==> src/vita_tx_settings.svh <==
`ifndef VITA_TX_SETTINGS_SVH
`define VITA_TX_SETTINGS_SVH

// Sample word width
`define VTX_SAMPLE_W 32

// Power of two, at least 4
`define VTX_FIFO_DEPTH 64

// Settings bus addresses
`define VTX_ADDR_TIME_HI 8'd0
`define VTX_ADDR_TIME_LO 8'd1
`define VTX_ADDR_CLEAR   8'd2

`endif

==> src/vita_tx_pkg.sv <==
`include "vita_tx_settings.svh"

package vita_tx_pkg;

   // Packet header word
   typedef struct packed {
      logic        sob;
      logic        eob;
      logic        send_at;   // Two time words follow
      logic [3:0]  seqnum;
      logic [12:0] spare;
      logic [11:0] len;       // Payload length in samples
   } vtx_hdr_t;

   // Header view or raw view of one input word
   typedef union packed {
      vtx_hdr_t    hdr;
      logic [31:0] raw;
   } vtx_word_u;

   // One sample as stored in the sample FIFO
   typedef struct packed {
      logic [`VTX_SAMPLE_W-1:0] sample;
      logic [63:0]              send_time;
      logic                     eop;
      logic                     eob;
      logic                     sob;
      logic                     send_at;
      logic                     seqnum_err;
   } vtx_entry_t;

   typedef enum logic [15:0] {
      ERR_NONE               = 16'd0,
      ERR_UNDERRUN           = 16'd2,
      ERR_SEQ_ERROR          = 16'd4,
      ERR_TIME_ERROR         = 16'd8,
      ERR_UNDERRUN_MIDPKT    = 16'd16,
      ERR_SEQ_ERROR_MIDBURST = 16'd32
   } vtx_err_code_t;

endpackage

==> src/vita_tx_control.sv <==
`include "vita_tx_settings.svh"

module vita_tx_control (
   input  logic                       clk,
   input  logic                       reset_i,
   input  logic                       set_stb_i,
   input  logic [7:0]                 set_addr_i,
   input  logic [31:0]                set_data_i,
   input  logic [63:0]                vita_time_i,
   input  vita_tx_pkg::vtx_entry_t    head_i,
   input  logic                       not_empty_i,
   output logic                       pop_o,
   input  logic                       strobe_i,
   output logic [`VTX_SAMPLE_W-1:0]   sample_o,
   output logic                       run_o,
   output logic                       error_o,
   output vita_tx_pkg::vtx_err_code_t error_code_o,
   output logic                       clear_o
);

   typedef enum logic [2:0] {
      ST_IDLE,
      ST_RUN,
      ST_CONT_BURST,   // Between packets of one burst
      ST_ERROR,        // Draining the rest of the bad packet
      ST_ERROR_DONE
   } state_t;

   state_t state_q;
   logic   now;
   logic   late;

   assign now  = (vita_time_i == head_i.send_time);
   assign late = (vita_time_i > head_i.send_time);

   // Pulse on any write to the clear address
   always_ff @(posedge clk)
   begin
      if (reset_i)
         clear_o <= 1'b0;
      else
         clear_o <= set_stb_i && (set_addr_i == `VTX_ADDR_CLEAR);
   end

   always_ff @(posedge clk)
   begin
      if (reset_i || clear_o)
      begin
         state_q      <= ST_IDLE;
         error_code_o <= vita_tx_pkg::ERR_NONE;
      end
      else
      begin
         case (state_q)
            ST_IDLE:
               if (not_empty_i)
               begin
                  if (head_i.seqnum_err)
                  begin
                     state_q      <= ST_ERROR;
                     error_code_o <= vita_tx_pkg::ERR_SEQ_ERROR;
                  end
                  else if (!head_i.send_at || now)
                     state_q <= ST_RUN;
                  else if (late)
                  begin
                     state_q      <= ST_ERROR;
                     error_code_o <= vita_tx_pkg::ERR_TIME_ERROR;
                  end
               end
            ST_RUN:
               if (strobe_i)
               begin
                  if (!not_empty_i)
                  begin
                     state_q      <= ST_ERROR;
                     error_code_o <= vita_tx_pkg::ERR_UNDERRUN_MIDPKT;
                  end
                  else if (head_i.eop)
                     state_q <= head_i.eob ? ST_IDLE : ST_CONT_BURST;
               end
            ST_CONT_BURST:
               if (strobe_i)
               begin
                  state_q      <= ST_ERROR_DONE;   // Next packet not there in time
                  error_code_o <= vita_tx_pkg::ERR_UNDERRUN;
               end
               else if (not_empty_i)
               begin
                  if (head_i.seqnum_err)
                  begin
                     state_q      <= ST_ERROR;
                     error_code_o <= vita_tx_pkg::ERR_SEQ_ERROR_MIDBURST;
                  end
                  else
                     state_q <= ST_RUN;
               end
            ST_ERROR:
               if (not_empty_i && head_i.eop)
                  state_q <= ST_ERROR_DONE;
            ST_ERROR_DONE:
               state_q <= ST_ERROR_DONE;   // Until clear
            default:
               state_q <= ST_IDLE;
         endcase
      end
   end

   assign pop_o    = ((state_q == ST_ERROR) && not_empty_i) ||
                     ((state_q == ST_RUN) && strobe_i);
   assign sample_o = head_i.sample;
   assign run_o    = (state_q == ST_RUN) || (state_q == ST_CONT_BURST);
   assign error_o  = (state_q == ST_ERROR_DONE);

endmodule

==> config.mk <==
export PLATFORM = sky130hd
export DESIGN_NAME = vita_tx_control
export DESIGN_NICKNAME = d
export VERILOG_FILES = /design/src/vita_tx_pkg.sv /design/src/vita_tx_control.sv
export VERILOG_INCLUDE_DIRS = /design/src
export SDC_FILE = /design/constraint.sdc
export NUM_CORES = 1
export LEC_CHECK = 0
export BUFFER_PORTS_ARGS = -buffer_cell sky130_fd_sc_hd__buf_4
export CAP_MARGIN = 20
export CORE_AREA = 2 2 101 103
export DETAILED_ROUTE_END_ITERATION = 8
export DIE_AREA = 0 0 103 105
export HOLD_SLACK_MARGIN = 0.12
export PLACE_DENSITY = 0.63
export SYNTH_ARGS = -nofsm -noshare
export SYNTH_HDL_FRONTEND = slang
export SYNTH_SLANG_ARGS = --single-unit
==> constraint.sdc <==
create_clock -name clk -period 3.18 [get_ports clk]
set_input_delay 0.477 -clock clk [delete_from_list [all_inputs] [get_ports clk]]
set_output_delay 0.477 -clock clk [all_outputs]
set_load 0.005 [all_outputs]
-- Word level (Yosys, flattened, before mapping)
Cells that the tools add are included.
- register bits: 20
- output and inout port bits: 52
- magnitude comparators: 1
- eq/ne operators: 16
- mux-type cells: 23
- reduce and logical (&&, ||, !) cells: 13
- operator list (kind ; number):
    2-to-1 mux 16 bit ; 9
    == test 64 bit ; 1
    > comparator 64 bit ; 1
    one-hot mux 16 bit (3 select lines) ; 1
    2-to-1 mux 3 bit ; 10
    inequality test 3 bit (second input constant) ; 5
    one-hot mux 3 bit (5 select lines) ; 1
    == test 8 x 2 -> 1 bit (second input constant) ; 1
    inequality test 2 bit (second input constant) ; 4
    AND reduction 8 bit ; 1
    == test 3 x 2 -> 1 bit (second input constant) ; 2
    AND reduction 6 bit ; 1
    logical AND 1 bit ; 4
    logical OR 1 bit ; 4
    2-to-1 mux 2 bit ; 2
    inequality test 4 bit (second input constant) ; 1
    == test 3 x 1 -> 1 bit (second input constant) ; 1
    == test 3 bit (second input constant) ; 1
    logical NOT 3 bit ; 1
    nonzero test 3 bit ; 1
    logical NOT 1 bit ; 1

-- Depth between registers and ports, before layout
Gate-level depths: netlist of run 1.
- depth in word-level cells: 6
- mapped depth: 9
- gate-level depth less buffers: 9

-- Worst setup path after synthesis of run 1
No wires, ideal clock.
- path kind: input to register
- from: input port head_i[51] (netlist bit)
- to: register error_code_o[2]
- arrival time: 2.293 ns
- required time: 3.108 ns
- setup slack: 0.815 ns
- stages: 9
- cell sequence: inv_1 ha_1 a21oi_2 nand2_1 a22o_1 o41a_1 or3_4 o21ai_4 mux2i_1
- cells in the longest elaborated chain, start to end: 4
- elaborated cells on any way between the ends: 6
- RTL lines (what ; RTL line ; source):
    from (decl) ; vita_tx_control.sv:10 ; input vita_tx_pkg::vtx_entry_t head_i,
    parallel branches: the longest is 3 deep, another holds > comparator 64 bit ; -- ;
    AND reduction 8 bit (no line) (*) ; -- ;
    to (signal assigned) ; vita_tx_control.sv:61 ; error_code_o <= vita_tx_pkg::ERR_SEQ_ERROR;
    to (signal assigned) ; vita_tx_control.sv:68 ; error_code_o <= vita_tx_pkg::ERR_TIME_ERROR;
    to (signal assigned) ; vita_tx_control.sv:77 ; error_code_o <= vita_tx_pkg::ERR_UNDERRUN_MIDPKT;
    to (decl) ; vita_tx_control.sv:17 ; output vita_tx_pkg::vtx_err_code_t error_code_o,
Mark *: on every way between the ends.
A chain may end at the register's enable or synchronous reset.

-- Final worst setup path of run 1
- from: input port vita_time_i[46]
- to: register error_code_o[1]
- cells in the longest elaborated chain, start to end: 4
- elaborated cells on any way between the ends: 6
- RTL lines (what ; RTL line ; source):
    from (decl) ; vita_tx_control.sv:9 ; input logic [63:0] vita_time_i,
    parallel branches: the longest is 3 deep, another holds > comparator 64 bit ; -- ;
    AND reduction 8 bit (no line) (*) ; -- ;
Marks and branches as above.

==> impl_results.md, run 1 <==
* Setup TNS at 0 ns
* Period utilisation layout at 0.772
* Clock sink total at 9
* Post-synthesis compound-gate area fraction at 0.177
* Clock power frac at 0.140
* Die Ht at 105 um
* Largest net degree at the start of global routing at 17
* Layout Nets at 740
* Hold wc startpoint: set_addr_i[5]
* Power Dens Cells at 257 nW/um^2
* N_diodes at 0
* Post-synthesis mux area share at 0.0198
* Sequential Area at 180 sq um
* Worst hold slack at 0.403 ns
* Grt total ovfl at 0
* Hold EP: clear_o
* Most frequently used flop master after synthesis: dfxtp_1
* Post-synth ARST share at 0
* Synth Area in XOR/XNOR at 0.00346
* Initial antenna violation count at 0
* Flop pwr share at 0.219
* Util after Layout at 0.373
* Internal Power at 568 uW
* Synth unique cells at 45
* FMAX at 407 MHz
* Comb pwr share at 0.641
* PostCTS Resize Cnt at 0
* Final hold violations at 0
* Synthesized-area fraction occupied by adder cells at 0.316
* First-pass GRT wire length at 10.9 mm
* RD Place Congestion at 0.796
* Register-to-Register Path Depth at 7
* Pre-CTS WS at 0.410 ns
* P_sw at 356 uW
* Skew-Pair Late Insertion Delay at 0.23 ns
* Status: completed
* Clock skew at 0.00322 ns
* Die area at 10800 sq um
* Startpoint type of the worst setup path: input port
* Hpwl dp at 6.32 mm
* Reg2Reg Launch Point: state_q[0]
* DRT Pass-1 Iters at 4
* H-tree depth at 1
* Antenna Nets Post-Route at 0
* Yosys Warn Count at 0
* Reg-to-reg setup timing slack at 1.05 ns
* Post-CTS Setup Bufs at 0
* Number of synthesized flops with an enable pin at 0
* Clock-pin slew on the worst setup and hold paths at 0.04 ns
* Via density at 4.40
* Wire per inst at 11.4 um
* Lkg Pwr at 2.06 nW
* Capturing point of the worst reg2reg path: error_code_o[2]
* Post-synthesis sequential area ratio at 0.0711
* Chip width at 103 um
* Hold path depth at 2
* Cells after Synth at 345
* Critical Path End Type: flip-flop
* CP Max Fanout at 5
* Synth Cell Area at 2530 sq um
* Clk buf depth at 2
* Clock root cell: clkbuf_8
* Vias in the first global route at 2636
* Vias after detailed routing at 2633
* Worst Slack Setup Final at 0.725 ns
* Core Area at 9640 sq um
* CTS Buf Count at 3
* CTS Hold Buffers Added at 0
* Max IR drop VDD at 0.000172 V
* Final setup fails at 0
* Arr. time, crit path at 2.58 ns
* Design Power at 924 uW
* Fraction of layout cells with a size suffix above 1 at 0.363
* Fin. max-slew vios at 0
* Hold Crit Class: input port to flip-flop
* IO Pins at 262
* CTS tree: built
* Max_cap viols at 0
* Syn Area/Cell at 7.34 sq um
* Unrepaired setup endpoints after global routing: false
* Flop and latch count out of synthesis at 9
* Starting Density at 0.263
* Largest family of logic cells by synthesized area: adder cells
* Global Route Usage Sum at 0.120
* Drt total wl at 6.81 mm
* Post-synthesis simple-gate area fraction at 0.176
* Row count at 36
* Multi-input logic area at 1800 sq um
* Post-route minimum period at 2.45 ns
* Area Growth Syn to Fin at 42.1%
* Switching share of power at 0.386
* Worst path required time at 3.30 ns
* Number of fill cells at 1043
* Port bufs at 153
* Crit Path Category: input port to flip-flop
* Post-route DRC violation count at 0
* DR iter-0 viols at 47
==> placed cells by master (no fill, tap or decap), types with 2 or more instances in the layout <==
cell,count
a211oi_1,4
a21o_1,8
a21oi_1,27
a221oi_1,2
buf_4,155
clkbuf_8,3
conb_1,11
dfxtp_1,9
ha_1,64
inv_1,66
mux2i_1,5
nand2_1,23
nand3_1,7
nand4_1,15
nor2_1,14
nor2b_1,2
nor3_1,5
nor3b_1,3
nor4_1,2
nor4_2,2
o211ai_1,2
o21ai_0,9
o311a_1,2
or3_1,2
or4b_2,2
==> worst max-delay path: stages <==
cell and delay [ns]:
buf_4 0.11, ha_1 0.32, nand4_1 0.20, nor4_2 0.44, nand4_1 0.22, a31oi_1 0.24
or3_4 0.19, o21ai_4 0.10, a32o_2 0.29
==> power by group through the flow <==
stage | clock, mW | sequential, mW | combinational (mW)
after floorplan | 0 | 0.160 | 0.423
after global placement | 0 | 0.203 | 0.582
after detailed placement | 0 | 0.205 | 0.599
after CTS | 0.133 | 0.203 | 0.601
after global routing | 0.139 | 0.214 | 0.669
final | 0.130 | 0.203 | 0.592
==> synthesized netlist by cell type, types with 3 or more instances <==
library cell	instances	area (sq um)
nand2_1	23	86.3
inv_1	66	248
o21ai_0	9	45.0
clkbuf_1	6	22.5
nor2_1	14	52.6
nor3b_1	3	22.5
a21oi_1	27	135
dfxtp_1	9	180
nand4_1	15	93.8
nor3_1	5	25.0
a21o_1	8	60.1
ha_1	64	801
mux2i_1	5	50.1
buf_4	43	323
a211oi_1	4	30.0
nand3_1	7	35.0
==> worst max-delay path by stage <==
stage,start,end,slack (ns),depth (start not counted)
floorplan,head_i[51],error_code_o[2],0.82,9
detailed placement,vita_time_i[46],error_code_o[1],0.41,9
global placement,vita_time_i[46],error_code_o[1],0.45,9
finish,vita_time_i[46],error_code_o[1],0.73,9
global route,vita_time_i[46],error_code_o[1],0.55,9
CTS,vita_time_i[46],error_code_o[1],0.66,9
==> flip-flops by register name (all words and copies together) (netlist names) <==
register,cells
state_q,3
clear_o,1
error_code_o,5
==> per-stage QoR <==
stage,instance area [sq um],instances
3_5_place_dp,3550,594
5_1_grt,3600,598
4_1_cts,3600,598
2_1_floorplan,2570,355
3_3_place_gp,3550,594
6_report,3600,598
==> per-layer routing <==
metal | part of all wire | track usage | vias up
met5 | 0 | 0 | -
met4 | 0.0065 | 0.0235 | 0
met3 | 0.082 | 0.0268 | 10
met2 | 0.51 | 0.224 | 96
met1 | 0.40 | 0.137 | 1146
li1 | - | - | 1381
==> final cells by class <==
type,count,share of cell area
clock buffer,4,0.0125
inverter,66,0.0688
multi-input combinational,231,0.499
sequential,9,0.0501
tap,133,0.0462
timing repair buffer,155,0.323
==> logic make-up (layout without fill, tap and decap cells) <==
logic type | Yosys count | in the layout
AOI/OAI and AO/OA | 67 | 67
DFF | 9 | 9
adders and majority gates | 64 | 64
xor gates and xnor gates | 1 | 1
and+or+nand+nor | 83 | 83
other | 1 | 11
muxes | 5 | 5
buffers and inverters | 115 | 225
(Power assumes the default switching activity.)
==> run 2, diff against run 1 <==
==> constraint.sdc (replaced) <==
create_clock -name clk -period 2.39 [get_ports clk]
set_input_delay 0.3585 -clock clk [delete_from_list [all_inputs] [get_ports clk]]
set_output_delay 0.3585 -clock clk [all_outputs]
set_load 0.005 [all_outputs]
==> run 2 against run 1 <==
Net effect:
- first-iteration DRC count down 26%
- via count up 2.8%
- flip-flop and latch count unchanged
- non-clock buffer count up 16
- critical endpoint is now state_q[1]
- largest power group unchanged
- highest routed layer unchanged
==> impl_results.md, run 2 (synthesis gave the netlist of run 1 again) <==
* Drt total wl at 6.99 mm (was 6.81 mm)
* Clock skew at 0.00310 ns (was 0.00322 ns)
* Global Route Usage Sum at 0.120 (about the same)
* Max IR drop VDD at 0.000235 V (was 0.000172 V)
* Flop pwr share at 0.160 (was 0.219)
* CP Max Fanout at 3 (was 5)
* Capturing point of the worst reg2reg path: state_q[1] (was error_code_o[2])
* Initial antenna violation count at 0 (unchanged)
* Max_cap viols at 0 (unchanged)
* Design Power at 1.31 mW (was 924 uW)
* Largest net degree at the start of global routing at 16 (was 17)
* Power Dens Cells at 339 nW/um^2 (was 257 nW/um^2)
* Commonest non-fill, non-tap cell in the layout: buf_4 (unchanged)
* CTS Buf Count at 3 (unchanged)
* Register-to-Register Path Depth at 7 (unchanged)
* Grt total ovfl at 0 (unchanged)
* Biggest regs: error_code_o x5, state_q x3, clear_o x1 (unchanged)
* Wire per inst at 11.4 um (about the same)
* Layout Nets at 756 (was 740)
* Clock root cell: clkbuf_8 (unchanged)
* Largest register FFs at 5 (unchanged)
* Core Area at 9640 sq um (unchanged)
* Most flop-heavy register: error_code_o (unchanged)
* Lkg Pwr at 2.14 nW (was 2.06 nW)
* Clock sink total at 9 (unchanged)
* Vias after detailed routing at 2707 (was 2633)
* Most frequent cells in the layout: buf_4, inv_1, ha_1, a21oi_1, nand2_1 (unchanged)
* Port bufs at 153 (unchanged)
* CP endpoint: state_q[1] (was error_code_o[1])
* Fin. max-slew vios at 0 (unchanged)
* Comb pwr share at 0.705 (was 0.641)
* FMAX at 426 MHz
* RD Place Congestion at 0.779 (was 0.796)
* Critical Path End Type: flip-flop (unchanged)
* Chip width at 103 um (unchanged)
* Arr. time, crit path at 2.45 ns (was 2.58 ns)
* Starting Density at 0.263 (unchanged)
* Hpwl dp at 6.24 mm (was 6.32 mm)
* CTS Hold Buffers Added at 0 (unchanged)
* Clk buf depth at 2 (unchanged)
* Crit Path Category: input port to flip-flop (unchanged)
* Hold Crit Class: input port to flip-flop (unchanged)
* Area Growth Syn to Fin at 53.1% (was 42.1%)
* Die area at 10800 sq um (unchanged)
* Worst Slack Setup Final at 0.0406 ns (was 0.725 ns)
* Row count at 36 (unchanged)
* Vias in the first global route at 2677 (was 2636)
* Period utilisation layout at 0.983
* DR iter-0 viols at 35 (was 47)
* Internal Power at 811 uW (was 568 uW)
* H-tree depth at 1 (unchanged)
* Pre-CTS WS at -0.193 ns (was 0.410 ns)
* Die Ht at 105 um (unchanged)
* Via density at 4.41 (was 4.40)
* Skew-Pair Late Insertion Delay at 0.23 ns (about the same)
* Final setup fails at 0 (unchanged)
* Worst path required time at 2.49 ns (was 3.30 ns)
* Final hold violations at 0 (unchanged)
* Antenna Nets Post-Route at 0 (unchanged)
* Startpoint type of the worst setup path: input port (unchanged)
* Clock-pin slew on the worst setup and hold paths at 0.05 ns (was 0.04 ns)
* Reg-to-reg setup timing slack at 0.50 ns (was 1.05 ns)
* P_sw at 504 uW (was 356 uW)
* Unrepaired setup endpoints after global routing: true (was false)
* Critical Path Source: head_i[45] (was vita_time_i[46])
* Reg2Reg Launch Point: state_q[0] (unchanged)
* Post-route DRC violation count at 0 (unchanged)
* IO Pins at 262 (unchanged)
* CTS tree: built (unchanged)
* Status: completed (unchanged)
* First-pass GRT wire length at 11.0 mm (was 10.9 mm)
* Clock power frac at 0.134 (was 0.140)
* N_diodes at 0 (unchanged)
* Post-route minimum period at 2.35 ns
* Fraction of layout cells with a size suffix above 1 at 0.420 (was 0.363)
* DRT Pass-1 Iters at 4 (unchanged)
* Switching share of power at 0.383 (was 0.386)
==> run 2: changes by cell type in the layout (fill, tap and decap cells not counted), sizes merged <==
cell / change
buf: +16
==> run 2: area by class of cell <==
class / instances / area, sq um
Sequential cell: 9 / 180
Timing Repair Buffer: 171 / 1290
Tap cell: 133 / 166
Multi-Input combinational cell: 231 / 1940
Fill cell: 1026 / 5760
Clock buffer: 4 / 45.0
Inverter: 66 / 253
==> run 2: worst min path at each step <==
stage,to,slack [ns],startpoint,cells past startpoint
after floorplan,clear_o,0.43,set_addr_i[5],1
after global placement,error_code_o[3],0.45,error_code_o[3],2
after detailed placement,error_code_o[4],0.46,error_code_o[4],2
after CTS,clear_o,0.28,set_addr_i[5],2
after global routing,clear_o,0.29,set_addr_i[4],2
final,clear_o,0.28,set_addr_i[5],2
==> run 2: repair_timing <==
item | CTS | global route
gates resized for setup | 0 | 24
buffers inserted | 0 | 2
setup endpoints to repair | 0 | 6
==> run 2: routing by layer <==
layer  share of wire  GRT usage  vias up
li1                -          -     1416
met1            0.40      0.138     1176
met2            0.52      0.224      105
met3           0.083     0.0247       10
met4          0.0049     0.0244        0
met5               0          0        -
==> run 2: power groups by stage <==
| stage | registers (mW) | clock network, mW | logic [mW] |
|---|---|---|---|
| final | 0.211 | 0.176 | 0.927 |
| after global routing | 0.215 | 0.189 | 1.04 |
| after CTS | 0.211 | 0.181 | 0.903 |
| after detailed placement | 0.214 | 0 | 0.899 |
| after global placement | 0.212 | 0 | 0.882 |
| after floorplan | 0.213 | 0 | 0.562 |
==> run 2: per-stage QoR <==
stage	cell area (sq um)	hold slack (ns)	utilization	instances	TNS, ns
finish	3880	0.281	0.402	614	0
detailed placement	3660	0.457	0.380	608	-1.08
floorplan	2570	0.434	-	355	0
global route	3880	0.291	0.402	614	-0.436
global placement	3660	0.449	0.380	608	-0.898
CTS	3700	0.282	0.384	612	0
==> run 2: worst max-delay path, stage by stage <==
cell,delay [ns]
buf_4,0.11
inv_1,0.08
ha_4,0.20
nand4_1,0.19
nor2_1,0.07
a22o_1,0.17
o41a_1,0.44
or3_4,0.43
o32ai_1,0.29
a211oi_1,0.12
==> run 3, diff against run 2 <==
==> constraint.sdc (replaced) <==
create_clock -name clk -period 2.39 [get_ports clk]
set_input_delay 0.1195 -clock clk [delete_from_list [all_inputs] [get_ports clk]]
set_output_delay 0.1195 -clock clk [all_outputs]
set_load 0.005 [all_outputs]
==> run 3 against run 2 <==
Net effect:
- flip-flop and latch count did not move
- critical path type unchanged
- non-clock buffer count fell by 11
- power fell by 3.8%
- sequential share of layout area increased by 0.30 points
- largest cell class unchanged
==> impl_results.md, run 3 (synthesis gave the netlist of run 1 again) <==
* Die Ht at 105 um (unchanged)
* H-tree depth at 1 (unchanged)
* Vias in the first global route at 2629 (was 2677)
* CTS tree: built (unchanged)
* Slowest cell on the critical path: or3_4 (was o41a_1)
* Via density at 4.42 (was 4.41)
* Lkg Pwr at 2.08 nW (was 2.14 nW)
* Register-to-Register Path Depth at 7 (unchanged)
* Largest register FFs at 5 (unchanged)
* Commonest non-fill, non-tap cell in the layout: buf_4 (unchanged)
* Hold path depth at 2 (unchanged)
* Drt total wl at 6.81 mm (was 6.99 mm)
* Clk buf depth at 2 (unchanged)
* Worst path required time at 2.55 ns (was 2.49 ns)
* Fin. max-slew vios at 0 (unchanged)
* Post-route DRC violation count at 0 (unchanged)
* IO Pins at 262 (unchanged)
* Grt total ovfl at 0 (unchanged)
* First-pass GRT wire length at 10.8 mm (was 11.0 mm)
* Unrepaired setup endpoints after global routing: false (was true)
* Cells along the critical path: buf_4, ha_1, a21oi_1, o21ai_0, a22o_1, o41a_1, or3_4, o21ai_4, mux2i_1 (was buf_4, inv_1, ha_4, nand4_1, nor2_1, a22o_1, o41a_1, or3_4, o32ai_1, a211oi_1)
* Clock skew at 0.000865 ns (was 0.00310 ns)
* Pre-CTS WS at -0.00151 ns (was -0.193 ns)
* Row count at 36 (unchanged)
* Global Route Usage Sum at 0.120 (about the same)
* Antenna Nets Post-Route at 0 (unchanged)
* Skew-Pair Late Insertion Delay at 0.23 ns (about the same)
* Port bufs at 153 (unchanged)
* DP Area at 3580 sq um (was 3660 sq um)
* Most flop-heavy register: error_code_o (unchanged)
* Critical path depth at 9 (was 10)
* Max_cap viols at 0 (unchanged)
* Arr. time, crit path at 2.22 ns (was 2.45 ns)
* CTS Buf Count at 3 (unchanged)
* Critical Path Source: vita_time_i[39] (was head_i[45])
* Hold Crit Class: input port to flip-flop (unchanged)
* Initial antenna violation count at 0 (unchanged)
* Die area at 10800 sq um (unchanged)
* Starting Density at 0.263 (unchanged)
* Bufs and invs on worst path at 1 (was 2)
* Reg2Reg Launch Point: state_q[0] (unchanged)
* Most frequent cells in the layout: buf_4, inv_1, ha_1, a21oi_1, nand2_1 (unchanged)
* Power Dens Cells at 347 nW/um^2 (was 339 nW/um^2)
* Max IR drop VDD at 0.000214 V (was 0.000235 V)
* Critical Path Max Stage Delay at 0.41 ns (was 0.44 ns)
* DR iter-0 viols at 45 (was 35)
* Layout Nets at 745 (was 756)
* Critical Path End Type: flip-flop (unchanged)
* CP Max Fanout at 5 (was 3)
* DRT Pass-1 Iters at 4 (unchanged)
* Post-route minimum period at 2.06 ns (was 2.35 ns)
* Core Area at 9640 sq um (unchanged)
* Clock-pin slew on the worst setup and hold paths at 0.04 ns (was 0.05 ns)
* Area Growth Syn to Fin at 43.8% (was 53.1%)
* Hold wc startpoint: strobe_i (was set_addr_i[5])
* Fraction of layout cells with a size suffix above 1 at 0.366 (was 0.420)
* Hpwl dp at 6.30 mm (was 6.24 mm)
* Period utilisation layout at 0.863 (was 0.983)
* Chip width at 103 um (unchanged)
* Final setup fails at 0 (unchanged)
* Largest net degree at the start of global routing at 16 (unchanged)
* Wire per inst at 11.3 um (was 11.4 um)
* Startpoint type of the worst setup path: input port (unchanged)
* FMAX at 485 MHz (was 426 MHz)
* Final hold violations at 0 (unchanged)
* Final Cell Area at 3640 sq um (was 3880 sq um)
* Status: completed (unchanged)
* Biggest regs: error_code_o x5, state_q x3, clear_o x1 (unchanged)
* PostCTS Resize Cnt at 0 (unchanged)
* Worst Slack Setup Final at 0.327 ns (was 0.0406 ns)
* Clock sink total at 9 (unchanged)
* RD Place Congestion at 0.792 (was 0.779)
* Crit Path Category: input port to flip-flop (unchanged)
* Vias after detailed routing at 2664 (was 2707)
* N_diodes at 0 (unchanged)
* Top Family by Delay on Critical Path: compound AO/OA/AOI/OAI gates (unchanged)
* Clock root cell: clkbuf_8 (unchanged)
run 3: cell types whose count changed in the layout (fill, tap and decap cells not counted), sizes merged:
cell	before	now
buf	171	158
dlygate4sd3	0	2
run 3: final cells by class:
type | count | area [sq um]
Sequential cell | 9 | 180
Fill cell | 1052 | 6000
Inverter | 66 | 248
Timing Repair Buffer | 160 | 1210
Multi-Input combinational cell | 231 | 1800
Clock buffer | 4 | 45.0
Tap cell | 133 | 166
run 3: worst reg2reg max path, delay by kind of cell (launching register included):
kind               cells  cell delay [ns]
AOI/OAI and AO/OA      3             0.51
and+or+nand+nor        3             0.83
DFF                    1             0.30
muxes                  1             0.22
run 3: worst paths after layout:
| check | end | slack [ns] |
|---|---|---|
| worst max-delay path | error_code_o[2] | 0.33 |
| worst min-delay path | error_code_o[1] | 0.17 |
| worst max register to register | error_code_o[2] | 0.46 |
| worst min register to register | error_code_o[4] | 0.46 |
run 3: power by group:
part	internal (mW)	switching [mW]	leakage (nW)	total, mW
sequential	0.191	0.0193	0.0734	0.210
clock	0.116	0.0628	0.0228	0.179
combinational	0.474	0.402	1.99	0.876
run 3: through the flow:
step | hold WS, ns | std cells | total power, mW | TNS, ns | utilization
after floorplan | 0.195 | 355 | 0.775 | 0 | -
after global placement | 0.239 | 597 | 1.07 | 0 | 0.371
after detailed placement | 0.239 | 597 | 1.09 | -0.00151 | 0.371
after CTS | 0.169 | 603 | 1.28 | 0 | 0.378
after global routing | 0.180 | 603 | 1.40 | 0 | 0.378
final | 0.173 | 603 | 1.26 | 0 | 0.378
run 3: metal layers:
metal	vias up	wire length [um]	GRT usage
met5	-	0	0
met3	12	602	0.0321
met2	98	3480	0.225
met1	1160	2670	0.134
met4	0	46	0.0188
li1	1394	-	-
run 3: timing repair:
action                                 in CTS  in global routing
setup endpoints to repair                   0                  0
buffers inserted                            0                  0
endpoints found under the hold margin       1                  0
hold buffers                                2                  0
